$ cat config.mk
export PLATFORM = sky130hd
export DESIGN_NAME = ce_top
export DESIGN_NICKNAME = d
export VERILOG_FILES = /design/src/hw/ce_pkg.sv /design/src/hw/ce_csr.sv /design/src/hw/ce_rd_req_gen.sv /design/src/hw/ce_cpl_fifo.sv /design/src/hw/ce_local_wr.sv /design/src/hw/ce_top.sv
export SDC_FILE = /design/constraint.sdc
export NUM_CORES = 1
export LEC_CHECK = 0
export BUFFER_PORTS_ARGS = -buffer_cell sky130_fd_sc_hd__clkbuf_2
export CAP_MARGIN = 30
export CELL_PAD_IN_SITES_DETAIL_PLACEMENT = 1
export CELL_PAD_IN_SITES_GLOBAL_PLACEMENT = 2
export CORE_AREA = 2 2 337 339
export CTS_CLUSTER_DIAMETER = 120
export DETAILED_ROUTE_END_ITERATION = 10
export DIE_AREA = 0 0 339 341
export HOLD_SLACK_MARGIN = 0.06
export PLACE_DENSITY_LB_ADDON = 0.15
export SYNTH_ARGS = -nofsm -noshare
export SYNTH_HDL_FRONTEND = slang
export SYNTH_HIERARCHICAL = 1
export SYNTH_SLANG_ARGS = --single-unit
$ cat constraint.sdc
create_clock -name fim_clk -period 18.33 [get_ports fim_clk]
set_clock_uncertainty 0.1 [all_clocks]
set_input_delay 1.833 -clock fim_clk [delete_from_list [all_inputs] [get_ports fim_clk]]
set_output_delay 1.833 -clock fim_clk [all_outputs]
set_load 0.005 [all_outputs]
$ cat src/hw/ce_pkg.sv
// Shared widths, sizes and register map; FIFO depth must stay a power of two and hold 4+ chunks
package ce_pkg;

   // ------------------------------------------------------------
   // Bus widths
   // ------------------------------------------------------------
   localparam int CE_DATA_W       = 64;
   localparam int CE_HOST_ADDR_W  = 32;
   localparam int CE_LOCAL_ADDR_W = 21;
   localparam int CE_LEN_W        = 16;
   localparam int CE_CSR_ADDR_W   = 3;

   typedef logic [CE_DATA_W-1:0]       ce_data_t;
   typedef logic [CE_HOST_ADDR_W-1:0]  host_addr_t;    // Byte address, host stream
   typedef logic [CE_LOCAL_ADDR_W-1:0] local_addr_t;   // Byte address, local memory
   typedef logic [CE_LEN_W-1:0]        ce_len_t;       // Copy length in chunks
   typedef logic [CE_LEN_W+1:0]        ce_beats_t;     // Copy length in beats
   typedef logic [CE_CSR_ADDR_W-1:0]   csr_addr_t;     // Register word index

   // ------------------------------------------------------------
   // Chunk and buffer sizes
   // ------------------------------------------------------------
   localparam int CE_CHUNK_BEATS = 4;
   localparam int CE_BEAT_BYTES  = CE_DATA_W / 8;
   localparam int CE_CHUNK_BYTES = CE_CHUNK_BEATS * CE_BEAT_BYTES;
   localparam int CE_FIFO_DEPTH  = 16;
   localparam int CE_FIFO_AW     = $clog2(CE_FIFO_DEPTH);
   localparam int CE_CNT_W       = CE_FIFO_AW + 1;

   typedef logic [CE_CNT_W-1:0]   ce_cnt_t;     // 0 .. CE_FIFO_DEPTH
   typedef logic [CE_FIFO_AW-1:0] fifo_ptr_t;

   // ------------------------------------------------------------
   // Register map and bit fields
   // ------------------------------------------------------------
   localparam csr_addr_t CE_REG_DFH    = 3'd0;
   localparam csr_addr_t CE_REG_SRC    = 3'd1;
   localparam csr_addr_t CE_REG_DST    = 3'd2;
   localparam csr_addr_t CE_REG_LEN    = 3'd3;
   localparam csr_addr_t CE_REG_CTRL   = 3'd4;
   localparam csr_addr_t CE_REG_STATUS = 3'd5;

   localparam int CE_CTRL_START = 0;    // Doorbell bit in CTRL
   localparam int CE_STS_BUSY   = 0;
   localparam int CE_STS_DONE   = 1;    // Sticky until next start

   // Feature header: type, reserved, end of list, next offset, version, id
   localparam ce_data_t CE_DFH = {4'h3, 19'h0, 1'b1, 24'h001000, 4'h1, 12'h001};

   // FSM states
   typedef enum logic {
      REQ_IDLE,
      REQ_ISSUE
   } req_state_t;

   typedef enum logic {
      WR_IDLE,
      WR_RUN
   } wr_state_t;

endpackage

$ cat src/hw/ce_csr.sv
// One descriptor at a time; CTRL is write-only and reads zero, a start while busy is dropped
module ce_csr (
   input  logic                fim_clk,
   input  logic                rst,
   input  logic                csr_wr,
   input  logic                csr_rd,
   input  ce_pkg::csr_addr_t   csr_addr,
   input  ce_pkg::ce_data_t    csr_wdata,
   input  logic                copy_done,
   output ce_pkg::ce_data_t    csr_rdata,
   output logic                csr_rvalid,
   output logic                start,
   output ce_pkg::host_addr_t  src_addr,
   output ce_pkg::local_addr_t dst_addr,
   output ce_pkg::ce_len_t     len,
   output logic                done
);
   import ce_pkg::*;

   logic     busy;
   logic     done_sts;
   logic     doorbell;
   ce_data_t status_word;
   ce_data_t rd_mux;

   // Doorbell only counts when idle
   assign doorbell = csr_wr && (csr_addr == CE_REG_CTRL) && csr_wdata[CE_CTRL_START] && !busy;
   assign start    = doorbell && (len != '0);   // Zero length never reaches the data path

   // ------------------------------------------------------------
   // Descriptor registers
   // ------------------------------------------------------------
   always_ff @(posedge fim_clk) begin
      if (rst) begin
         src_addr <= '0;
         dst_addr <= '0;
         len      <= '0;
      end else if (csr_wr) begin
         case (csr_addr)
            CE_REG_SRC: src_addr <= csr_wdata[CE_HOST_ADDR_W-1:0];
            CE_REG_DST: dst_addr <= csr_wdata[CE_LOCAL_ADDR_W-1:0];
            CE_REG_LEN: len      <= csr_wdata[CE_LEN_W-1:0];
            default:    ;                        // DFH and STATUS are read-only
         endcase
      end
   end

   // ------------------------------------------------------------
   // Busy / done tracking
   // ------------------------------------------------------------
   always_ff @(posedge fim_clk) begin
      if (rst) begin
         busy     <= 1'b0;
         done_sts <= 1'b0;
         done     <= 1'b0;
      end else begin
         done <= 1'b0;
         if (doorbell) begin
            if (len == '0) begin
               done     <= 1'b1;   // Empty copy finishes at once
               done_sts <= 1'b1;
            end else begin
               busy     <= 1'b1;
               done_sts <= 1'b0;
            end
         end else if (copy_done) begin
            busy     <= 1'b0;
            done_sts <= 1'b1;
            done     <= 1'b1;
         end
      end
   end

   // Readback
   always_comb begin
      status_word              = '0;
      status_word[CE_STS_BUSY] = busy;
      status_word[CE_STS_DONE] = done_sts;
      case (csr_addr)
         CE_REG_DFH:    rd_mux = CE_DFH;
         CE_REG_SRC:    rd_mux = ce_data_t'(src_addr);
         CE_REG_DST:    rd_mux = ce_data_t'(dst_addr);
         CE_REG_LEN:    rd_mux = ce_data_t'(len);
         CE_REG_STATUS: rd_mux = status_word;
         default:       rd_mux = '0;
      endcase
   end

   always_ff @(posedge fim_clk) begin
      if (rst) begin
         csr_rvalid <= 1'b0;
      end else begin
         csr_rvalid <= csr_rd;
      end
      if (csr_rd) csr_rdata <= rd_mux;   // Data held until next read
   end

endmodule

$ cat src/hw/ce_rd_req_gen.sv
// Chunk read requests in order; assumes the host returns exactly 4 beats per accepted request
module ce_rd_req_gen (
   input  logic               fim_clk,
   input  logic               rst,
   input  logic               start,
   input  ce_pkg::host_addr_t src_addr,
   input  ce_pkg::ce_len_t    len,
   input  logic               req_ready,
   input  logic               cpl_valid,
   input  logic               cpl_ready,
   input  ce_pkg::ce_cnt_t    fifo_count,
   output logic               req_valid,
   output ce_pkg::host_addr_t req_addr
);
   import ce_pkg::*;

   req_state_t          state;
   host_addr_t          cur_addr;
   ce_len_t             chunks_left;
   ce_cnt_t             outstanding;      // Beats requested, not yet received
   logic [CE_CNT_W:0]   credit_sum;
   logic                credit_ok;
   logic                req_fire;
   logic                cpl_fire;

   // Space for one more chunk once in-flight and buffered beats are counted.
   // The sum never grows while a request waits, so valid stays stable.
   assign credit_sum = {1'b0, outstanding} + {1'b0, fifo_count}
                     + (CE_CNT_W+1)'(CE_CHUNK_BEATS);
   assign credit_ok  = credit_sum <= (CE_CNT_W+1)'(CE_FIFO_DEPTH);

   assign req_valid = (state == REQ_ISSUE) && credit_ok;
   assign req_addr  = cur_addr;
   assign req_fire  = req_valid && req_ready;
   assign cpl_fire  = cpl_valid && cpl_ready;

   // ------------------------------------------------------------
   // Request FSM
   // ------------------------------------------------------------
   always_ff @(posedge fim_clk) begin
      if (rst) begin
         state       <= REQ_IDLE;
         chunks_left <= '0;
      end else begin
         case (state)
            REQ_IDLE: begin
               if (start) begin
                  state       <= REQ_ISSUE;
                  chunks_left <= len;
               end
            end
            REQ_ISSUE: begin
               if (req_fire) begin
                  chunks_left <= chunks_left - ce_len_t'(1);
                  if (chunks_left == ce_len_t'(1)) state <= REQ_IDLE;   // Last chunk out
               end
            end
            default: state <= REQ_IDLE;
         endcase
      end
   end

   // Address walk, loaded on start
   always_ff @(posedge fim_clk) begin
      if (start && (state == REQ_IDLE)) begin
         cur_addr <= src_addr;
      end else if (req_fire) begin
         cur_addr <= cur_addr + host_addr_t'(CE_CHUNK_BYTES);
      end
   end

   // Outstanding beat credit
   always_ff @(posedge fim_clk) begin
      if (rst) begin
         outstanding <= '0;
      end else begin
         outstanding <= outstanding
                      + (req_fire ? ce_cnt_t'(CE_CHUNK_BEATS) : '0)
                      - (cpl_fire ? ce_cnt_t'(1) : '0);
      end
   end

endmodule

$ cat src/hw/ce_cpl_fifo.sv
// Completion buffer of 16 beats plus an output register; cpl_last is not stored
module ce_cpl_fifo (
   input  logic             fim_clk,
   input  logic             rst,
   input  logic             cpl_valid,
   input  ce_pkg::ce_data_t cpl_data,
   input  logic             pop,
   output logic             cpl_ready,
   output logic             out_valid,
   output ce_pkg::ce_data_t out_data,
   output ce_pkg::ce_cnt_t  fifo_count
);
   import ce_pkg::*;

   ce_data_t  mem [CE_FIFO_DEPTH];
   fifo_ptr_t wr_ptr;
   fifo_ptr_t rd_ptr;
   ce_cnt_t   mem_count;
   logic      push;
   logic      load_out;
   logic      mem_empty;
   logic      mem_wr;
   logic      mem_rd;

   assign cpl_ready  = (mem_count != ce_cnt_t'(CE_FIFO_DEPTH));
   assign push       = cpl_valid && cpl_ready;
   assign mem_empty  = (mem_count == '0);
   assign load_out   = !out_valid || pop;          // Output stage free next cycle
   assign mem_rd     = load_out && !mem_empty;
   assign mem_wr     = push && !(load_out && mem_empty);   // Else bypass to output
   assign fifo_count = mem_count + ce_cnt_t'(out_valid);

   // ------------------------------------------------------------
   // Storage and pointers
   // ------------------------------------------------------------
   always_ff @(posedge fim_clk) begin
      if (mem_wr) mem[wr_ptr] <= cpl_data;
   end

   always_ff @(posedge fim_clk) begin
      if (rst) begin
         wr_ptr    <= '0;
         rd_ptr    <= '0;
         mem_count <= '0;
      end else begin
         if (mem_wr) wr_ptr <= wr_ptr + fifo_ptr_t'(1);
         if (mem_rd) rd_ptr <= rd_ptr + fifo_ptr_t'(1);
         mem_count <= mem_count + ce_cnt_t'(mem_wr) - ce_cnt_t'(mem_rd);
      end
   end

   // Output register
   always_ff @(posedge fim_clk) begin
      if (rst) begin
         out_valid <= 1'b0;
      end else if (load_out) begin
         out_valid <= !mem_empty || push;
      end
      if (load_out) begin
         if (!mem_empty) out_data <= mem[rd_ptr];   // Oldest stored beat first
         else if (push)  out_data <= cpl_data;
      end
   end

endmodule

$ cat src/hw/ce_local_wr.sv
// Writes len*4 beats to consecutive local addresses; expects exactly that many FIFO beats
module ce_local_wr (
   input  logic                fim_clk,
   input  logic                rst,
   input  logic                start,
   input  ce_pkg::local_addr_t dst_addr,
   input  ce_pkg::ce_len_t     len,
   input  logic                out_valid,
   input  ce_pkg::ce_data_t    out_data,
   input  logic                wr_ready,
   output logic                pop,
   output logic                wr_valid,
   output ce_pkg::local_addr_t wr_addr,
   output ce_pkg::ce_data_t    wr_data,
   output logic                copy_done
);
   import ce_pkg::*;

   wr_state_t state;
   ce_beats_t beats_left;     // Writes still to complete
   logic      wr_fire;

   assign wr_fire = wr_valid && wr_ready;

   // Refill the write register when empty or when it drains this cycle
   assign pop = (state == WR_RUN) && out_valid && (!wr_valid || wr_ready);

   // Combinational, CSR turns it into the registered done pulse
   assign copy_done = (state == WR_RUN) && wr_fire && (beats_left == ce_beats_t'(1));

   // ------------------------------------------------------------
   // Writer FSM
   // ------------------------------------------------------------
   always_ff @(posedge fim_clk) begin
      if (rst) begin
         state      <= WR_IDLE;
         beats_left <= '0;
         wr_valid   <= 1'b0;
      end else begin
         case (state)
            WR_IDLE: begin
               if (start) begin
                  state      <= WR_RUN;
                  beats_left <= ce_beats_t'(len) * ce_beats_t'(CE_CHUNK_BEATS);
               end
            end
            WR_RUN: begin
               if (pop)          wr_valid <= 1'b1;
               else if (wr_fire) wr_valid <= 1'b0;
               if (wr_fire) begin
                  beats_left <= beats_left - ce_beats_t'(1);
                  if (copy_done) state <= WR_IDLE;
               end
            end
            default: state <= WR_IDLE;
         endcase
      end
   end

   // Held write payload
   always_ff @(posedge fim_clk) begin
      if (start && (state == WR_IDLE)) begin
         wr_addr <= dst_addr;
      end else if (wr_fire) begin
         wr_addr <= wr_addr + local_addr_t'(CE_BEAT_BYTES);   // Next beat slot
      end
      if (pop) wr_data <= out_data;
   end

endmodule

$ cat src/hw/ce_top.sv
// Copy engine top; cpl_last is host framing only, completions must arrive in request order
module ce_top (
   input  logic                fim_clk,
   input  logic                rst,

   // Register bus
   input  logic                csr_wr,
   input  logic                csr_rd,
   input  ce_pkg::csr_addr_t   csr_addr,
   input  ce_pkg::ce_data_t    csr_wdata,
   output ce_pkg::ce_data_t    csr_rdata,
   output logic                csr_rvalid,
   output logic                done,

   // Read requests toward host
   output logic                req_valid,
   input  logic                req_ready,
   output ce_pkg::host_addr_t  req_addr,

   // Completions from host
   input  logic                cpl_valid,
   output logic                cpl_ready,
   input  ce_pkg::ce_data_t    cpl_data,
   input  logic                cpl_last,   // Unused, beat count is fixed per chunk

   // Local memory writes
   output logic                wr_valid,
   input  logic                wr_ready,
   output ce_pkg::local_addr_t wr_addr,
   output ce_pkg::ce_data_t    wr_data
);
   import ce_pkg::*;

   logic        start;
   logic        copy_done;
   host_addr_t  src_addr;
   local_addr_t dst_addr;
   ce_len_t     len;
   ce_cnt_t     fifo_count;
   logic        out_valid;
   ce_data_t    out_data;
   logic        pop;

   // ------------------------------------------------------------
   // Input side
   // ------------------------------------------------------------
   ce_csr ce_csr_i (
      .fim_clk    (fim_clk),
      .rst        (rst),
      .csr_wr     (csr_wr),
      .csr_rd     (csr_rd),
      .csr_addr   (csr_addr),
      .csr_wdata  (csr_wdata),
      .copy_done  (copy_done),
      .csr_rdata  (csr_rdata),
      .csr_rvalid (csr_rvalid),
      .start      (start),
      .src_addr   (src_addr),
      .dst_addr   (dst_addr),
      .len        (len),
      .done       (done)
   );

   ce_cpl_fifo ce_cpl_fifo_i (
      .fim_clk    (fim_clk),
      .rst        (rst),
      .cpl_valid  (cpl_valid),
      .cpl_data   (cpl_data),
      .pop        (pop),
      .cpl_ready  (cpl_ready),
      .out_valid  (out_valid),
      .out_data   (out_data),
      .fifo_count (fifo_count)
   );

   // Request generator with credit check
   ce_rd_req_gen ce_rd_req_gen_i (
      .fim_clk    (fim_clk),
      .rst        (rst),
      .start      (start),
      .src_addr   (src_addr),
      .len        (len),
      .req_ready  (req_ready),
      .cpl_valid  (cpl_valid),
      .cpl_ready  (cpl_ready),
      .fifo_count (fifo_count),
      .req_valid  (req_valid),
      .req_addr   (req_addr)
   );

   // Output side
   ce_local_wr ce_local_wr_i (
      .fim_clk    (fim_clk),
      .rst        (rst),
      .start      (start),
      .dst_addr   (dst_addr),
      .len        (len),
      .out_valid  (out_valid),
      .out_data   (out_data),
      .wr_ready   (wr_ready),
      .pop        (pop),
      .wr_valid   (wr_valid),
      .wr_addr    (wr_addr),
      .wr_data    (wr_data),
      .copy_done  (copy_done)
   );

endmodule

==> Implementation_results.wiki <==
{| class="wikitable"
! Metric !! Value
|-
| Bufs on Longest Clock Path || 3
|-
| Min Clock Period, post-route || 5.51 ns
|-
| Fraction of layout instances using a drive strength above 1 || 0.210
|-
| Distinct cell type count of the synthesized netlist || 78
|-
| Maximum clock frequency || 182 MHz
|-
| Drt first pass iters || 6
|-
| Yosys top cell by area || sky130_fd_sc_hd__edfxtp_1
|-
| Total congestion overflow after global routing || 0
|-
| Result of the run || completed
|-
| Die Footprint || 116000 um^2
|-
| DRC violations left || 0
|-
| Worst hold slack || 0.317 ns
|-
| Floorplan die width || 339 um
|-
| Maximum number of pins on one net before global-route repair || 144
|-
| Chip Height || 341 um
|-
| Final standard cell utilization of the core || 0.555
|-
| Max-slew violation count || 0
|-
| Detailed placer's ending HPWL || 81.0 mm
|-
| Routed len/inst || 27.6 um
|-
| Clock latency reported for the late side of the worst-skew pair || 0.75 ns
|-
| Slew at the pin closest to its max-slew limit || 1.14 ns
|-
| Synthesized cell area || 54500 um^2
|-
| Wire length of the first global-routing pass || 215 mm
|-
| Most frequent cell after synthesis || sky130_fd_sc_hd__edfxtp_1
|-
| Final number of hold-violating endpoints || 0
|-
| Share of Yosys cell area claimed by the top area cell type || 0.682
|-
| Sequential cell area fraction in the yosys report || 0.731
|-
| CTS H-tree depth || 4
|-
| Top post-synthesis cells by area || sky130_fd_sc_hd__edfxtp_1 68%, sky130_fd_sc_hd__mux4_2 5.3%, sky130_fd_sc_hd__mux2i_1 4.9%, sky130_fd_sc_hd__dfxtp_1 4.9%, sky130_fd_sc_hd__nand2_1 2.1%
|-
| Maximum Capacitance Violations || 0
|-
| Maximum ir drop on the vdd rail || 0.121 mV
|-
| Number of enable flip-flop cells after synthesis || 1238
|-
| Number of top-level pins || 325
|-
| Worst Path Max Fanout || 5
|-
| IO buf count || 262
|-
| Final critical-path share of the clock period || 0.300
|-
| Critical Path Start Type || flop
|-
| Total CTS buffers || 147
|-
| Routed via count divided by cell count || 5.87
|-
| Predominant post-synthesis flop cell || sky130_fd_sc_hd__edfxtp_1
|-
| # Post-CTS Setup Buffers || 0
|-
| Post-CTS Resized || 0
|-
| Crit path capture type || output pin
|-
| Total via count after detailed routing || 30500
|-
| Post-synthesis cell count || 3288
|-
| Final setup fails || 0
|-
| Data required time at the worst endpoint || 16.40 ns
|-
| Pwr/cell area || 124 nW/um^2
|-
| Worst Path Class, Setup || reg -> out
|-
| Most used standard cells in the synthesized netlist || 1238 x sky130_fd_sc_hd__edfxtp_1, 307 x sky130_fd_sc_hd__nand2_1, 268 x sky130_fd_sc_hd__mux2i_1, 160 x sky130_fd_sc_hd__nand3_1, 151 x sky130_fd_sc_hd__a22oi_1
|-
| Final sum of negative setup slack || 0 ns
|-
| Post-CTS Hold Buffers || 0
|-
| Number of nets with antenna violations after detailed routing || 0
|-
| Number of synthesized register bits || 1371
|-
| Via count of the first global-routing pass || 32800
|-
| DRT Wirelength || 143 mm
|-
| Leakage power || 19.9 nW
|-
| Average cell area after synthesis || 16.6 um^2
|-
| Post-synthesis async set-or-reset flop share || 0
|-
| Initial cell density of the core || 0.487
|-
| Row cnt || 123
|-
| Worst min path class || reg -> reg
|-
| Antenna violations before repair || 13
|-
| Total Routing Usage GR || 0.249
|-
| RSZ-0062 raised after global routing || no
|-
| First-iteration detailed-routing DRC count || 2306
|-
| Sink Count || 1371
|-
| Clock tree from TritonCTS || yes
|-
| Core outline area || 112000 um^2
|-
| Clock transition at the registers of the reported paths || 0.06 ns
|-
| Max transition margin || 0.242
|-
| Yosys warning total || 6
|-
| Arr. time, crit path || 3.57 ns
|-
| Total power draw || 0.00772 W
|-
| Syn-to-layout area delta || 13.9%
|-
| Net count reported at finish || 3758
|-
| Weighted congestion reported at the end of routability-driven placement || 0.785
|-
| Library cell used as clock root buffer || sky130_fd_sc_hd__clkbuf_16
|}
## power by group
group / total, W / leakage, nW / internal, W / switching, W
sequential: 0.00379 / 12.3 / 0.00370 / 0.0000899
clock: 0.00284 / 2.20 / 0.00161 / 0.00122
combinational: 0.00110 / 5.33 / 0.000343 / 0.000754
## cells by family after synthesis
kind of cell,count (synthesis),synth area share
other,1,0.0000688
adder cells (fa/ha/maj),37,0.00891
AO/OA/AOI/OAI,440,0.0603
XOR/XNOR,52,0.00836
buffers and inverters,257,0.0237
flip-flops,1371,0.731
AND/OR/NAND/NOR,721,0.0627
multiplexers,409,0.105
## critical path, stage by stage, from the launching register on
cell and delay (ns):
sky130_fd_sc_hd__dfxtp_1 0.43, sky130_fd_sc_hd__ha_1 0.23, sky130_fd_sc_hd__ha_1 0.24, sky130_fd_sc_hd__ha_1 0.28, sky130_fd_sc_hd__ha_1 0.20, sky130_fd_sc_hd__inv_1 0.08, sky130_fd_sc_hd__fa_1 0.46, sky130_fd_sc_hd__nand2b_1 0.17
sky130_fd_sc_hd__a21oi_1 0.17, sky130_fd_sc_hd__mux2i_1 0.28, sky130_fd_sc_hd__and2_1 0.16, sky130_fd_sc_hd__clkbuf_2 0.11
## through the flow
step / instance area (um^2) / instances / worst slack (ns)
3_5_place_dp: 57500 / 4931 / 12.54
6_report: 62100 / 5194 / 12.82
4_1_cts: 62000 / 5186 / 12.74
5_1_grt: 62100 / 5192 / 12.56
3_3_place_gp: 57300 / 4924 / 12.57
2_1_floorplan: 54600 / 3316 / 9.19
## final timing paths
kind                              start                         end  slack (ns)  depth (start not counted)
min          ce_cpl_fifo_i/out_data[17]   ce_local_wr_i/wr_data[17]        0.32                          0
min reg2reg  ce_cpl_fifo_i/out_data[17]   ce_local_wr_i/wr_data[17]        0.32                          0
max          ce_cpl_fifo_i/mem_count[0]                   req_valid       12.82                         11
max reg2reg                        flop  ce_cpl_fifo_i/out_data[39]       13.69                          6
## cells in the final DEF, fill, tap and decap left out, types with 27 or more instances in the layout
master and n:
sky130_fd_sc_hd__edfxtp_1 1238, sky130_fd_sc_hd__nand2_1 307, sky130_fd_sc_hd__mux2i_1 268, sky130_fd_sc_hd__clkbuf_2 261, sky130_fd_sc_hd__nand3_1 160, sky130_fd_sc_hd__a22oi_1 151
sky130_fd_sc_hd__clkbuf_16 150, sky130_fd_sc_hd__dfxtp_1 131, sky130_fd_sc_hd__mux4_2 128, sky130_fd_sc_hd__a21oi_1 95, sky130_fd_sc_hd__nor2_1 73, sky130_fd_sc_hd__a22oi_2 60
sky130_fd_sc_hd__buf_4 60, sky130_fd_sc_hd__o21ai_0 56, sky130_fd_sc_hd__inv_1 40, sky130_fd_sc_hd__ha_1 34, sky130_fd_sc_hd__clkinv_1 30, sky130_fd_sc_hd__conb_1 29
sky130_fd_sc_hd__clkbuf_1 28, sky130_fd_sc_hd__xor2_1 27
## metal layers
| metal | up-vias | track usage | share of wire |
|---|---|---|---|
| li1 | 13400 | - | - |
| met3 | 230 | 0.0423 | 0.050 |
| met1 | 16000 | 0.329 | 0.42 |
| met4 | 10 | 0.0800 | 0.023 |
| met2 | 837 | 0.423 | 0.50 |
| met5 | - | 0 | 0.00049 |
## sequential cells by signal, summed over array words and instances, names as in the netlist, 4 cells and up, named ones only
name,cells
ce_cpl_fifo_i/mem,1024
ce_cpl_fifo_i/out_data,64
ce_local_wr_i/wr_data,64
ce_csr_i/csr_rdata,33
ce_csr_i/src_addr,32
ce_rd_req_gen_i/req_addr,32
ce_csr_i/dst_addr,21
ce_local_wr_i/wr_addr,21
ce_local_wr_i/beats_left,18
ce_csr_i/len,16
ce_rd_req_gen_i/chunks_left,16
ce_cpl_fifo_i/mem_count,5
ce_rd_req_gen_i/outstanding,5
ce_cpl_fifo_i/rd_ptr,4
ce_cpl_fifo_i/wr_ptr,4
## final cells by class
type | count | area (um^2)
Fill cell | 10400 | 49800
Sequential cell | 1371 | 39800
Multi-Input combinational cell | 1688 | 13600
Clock buffer | 182 | 3910
Timing Repair Buffer | 331 | 2000
Tap cell | 1500 | 1880
Clock inverter | 73 | 616
Inverter | 43 | 164
Antenna cell | 6 | 15.0
No activity file was read; power rests on OpenSTA's default activity.
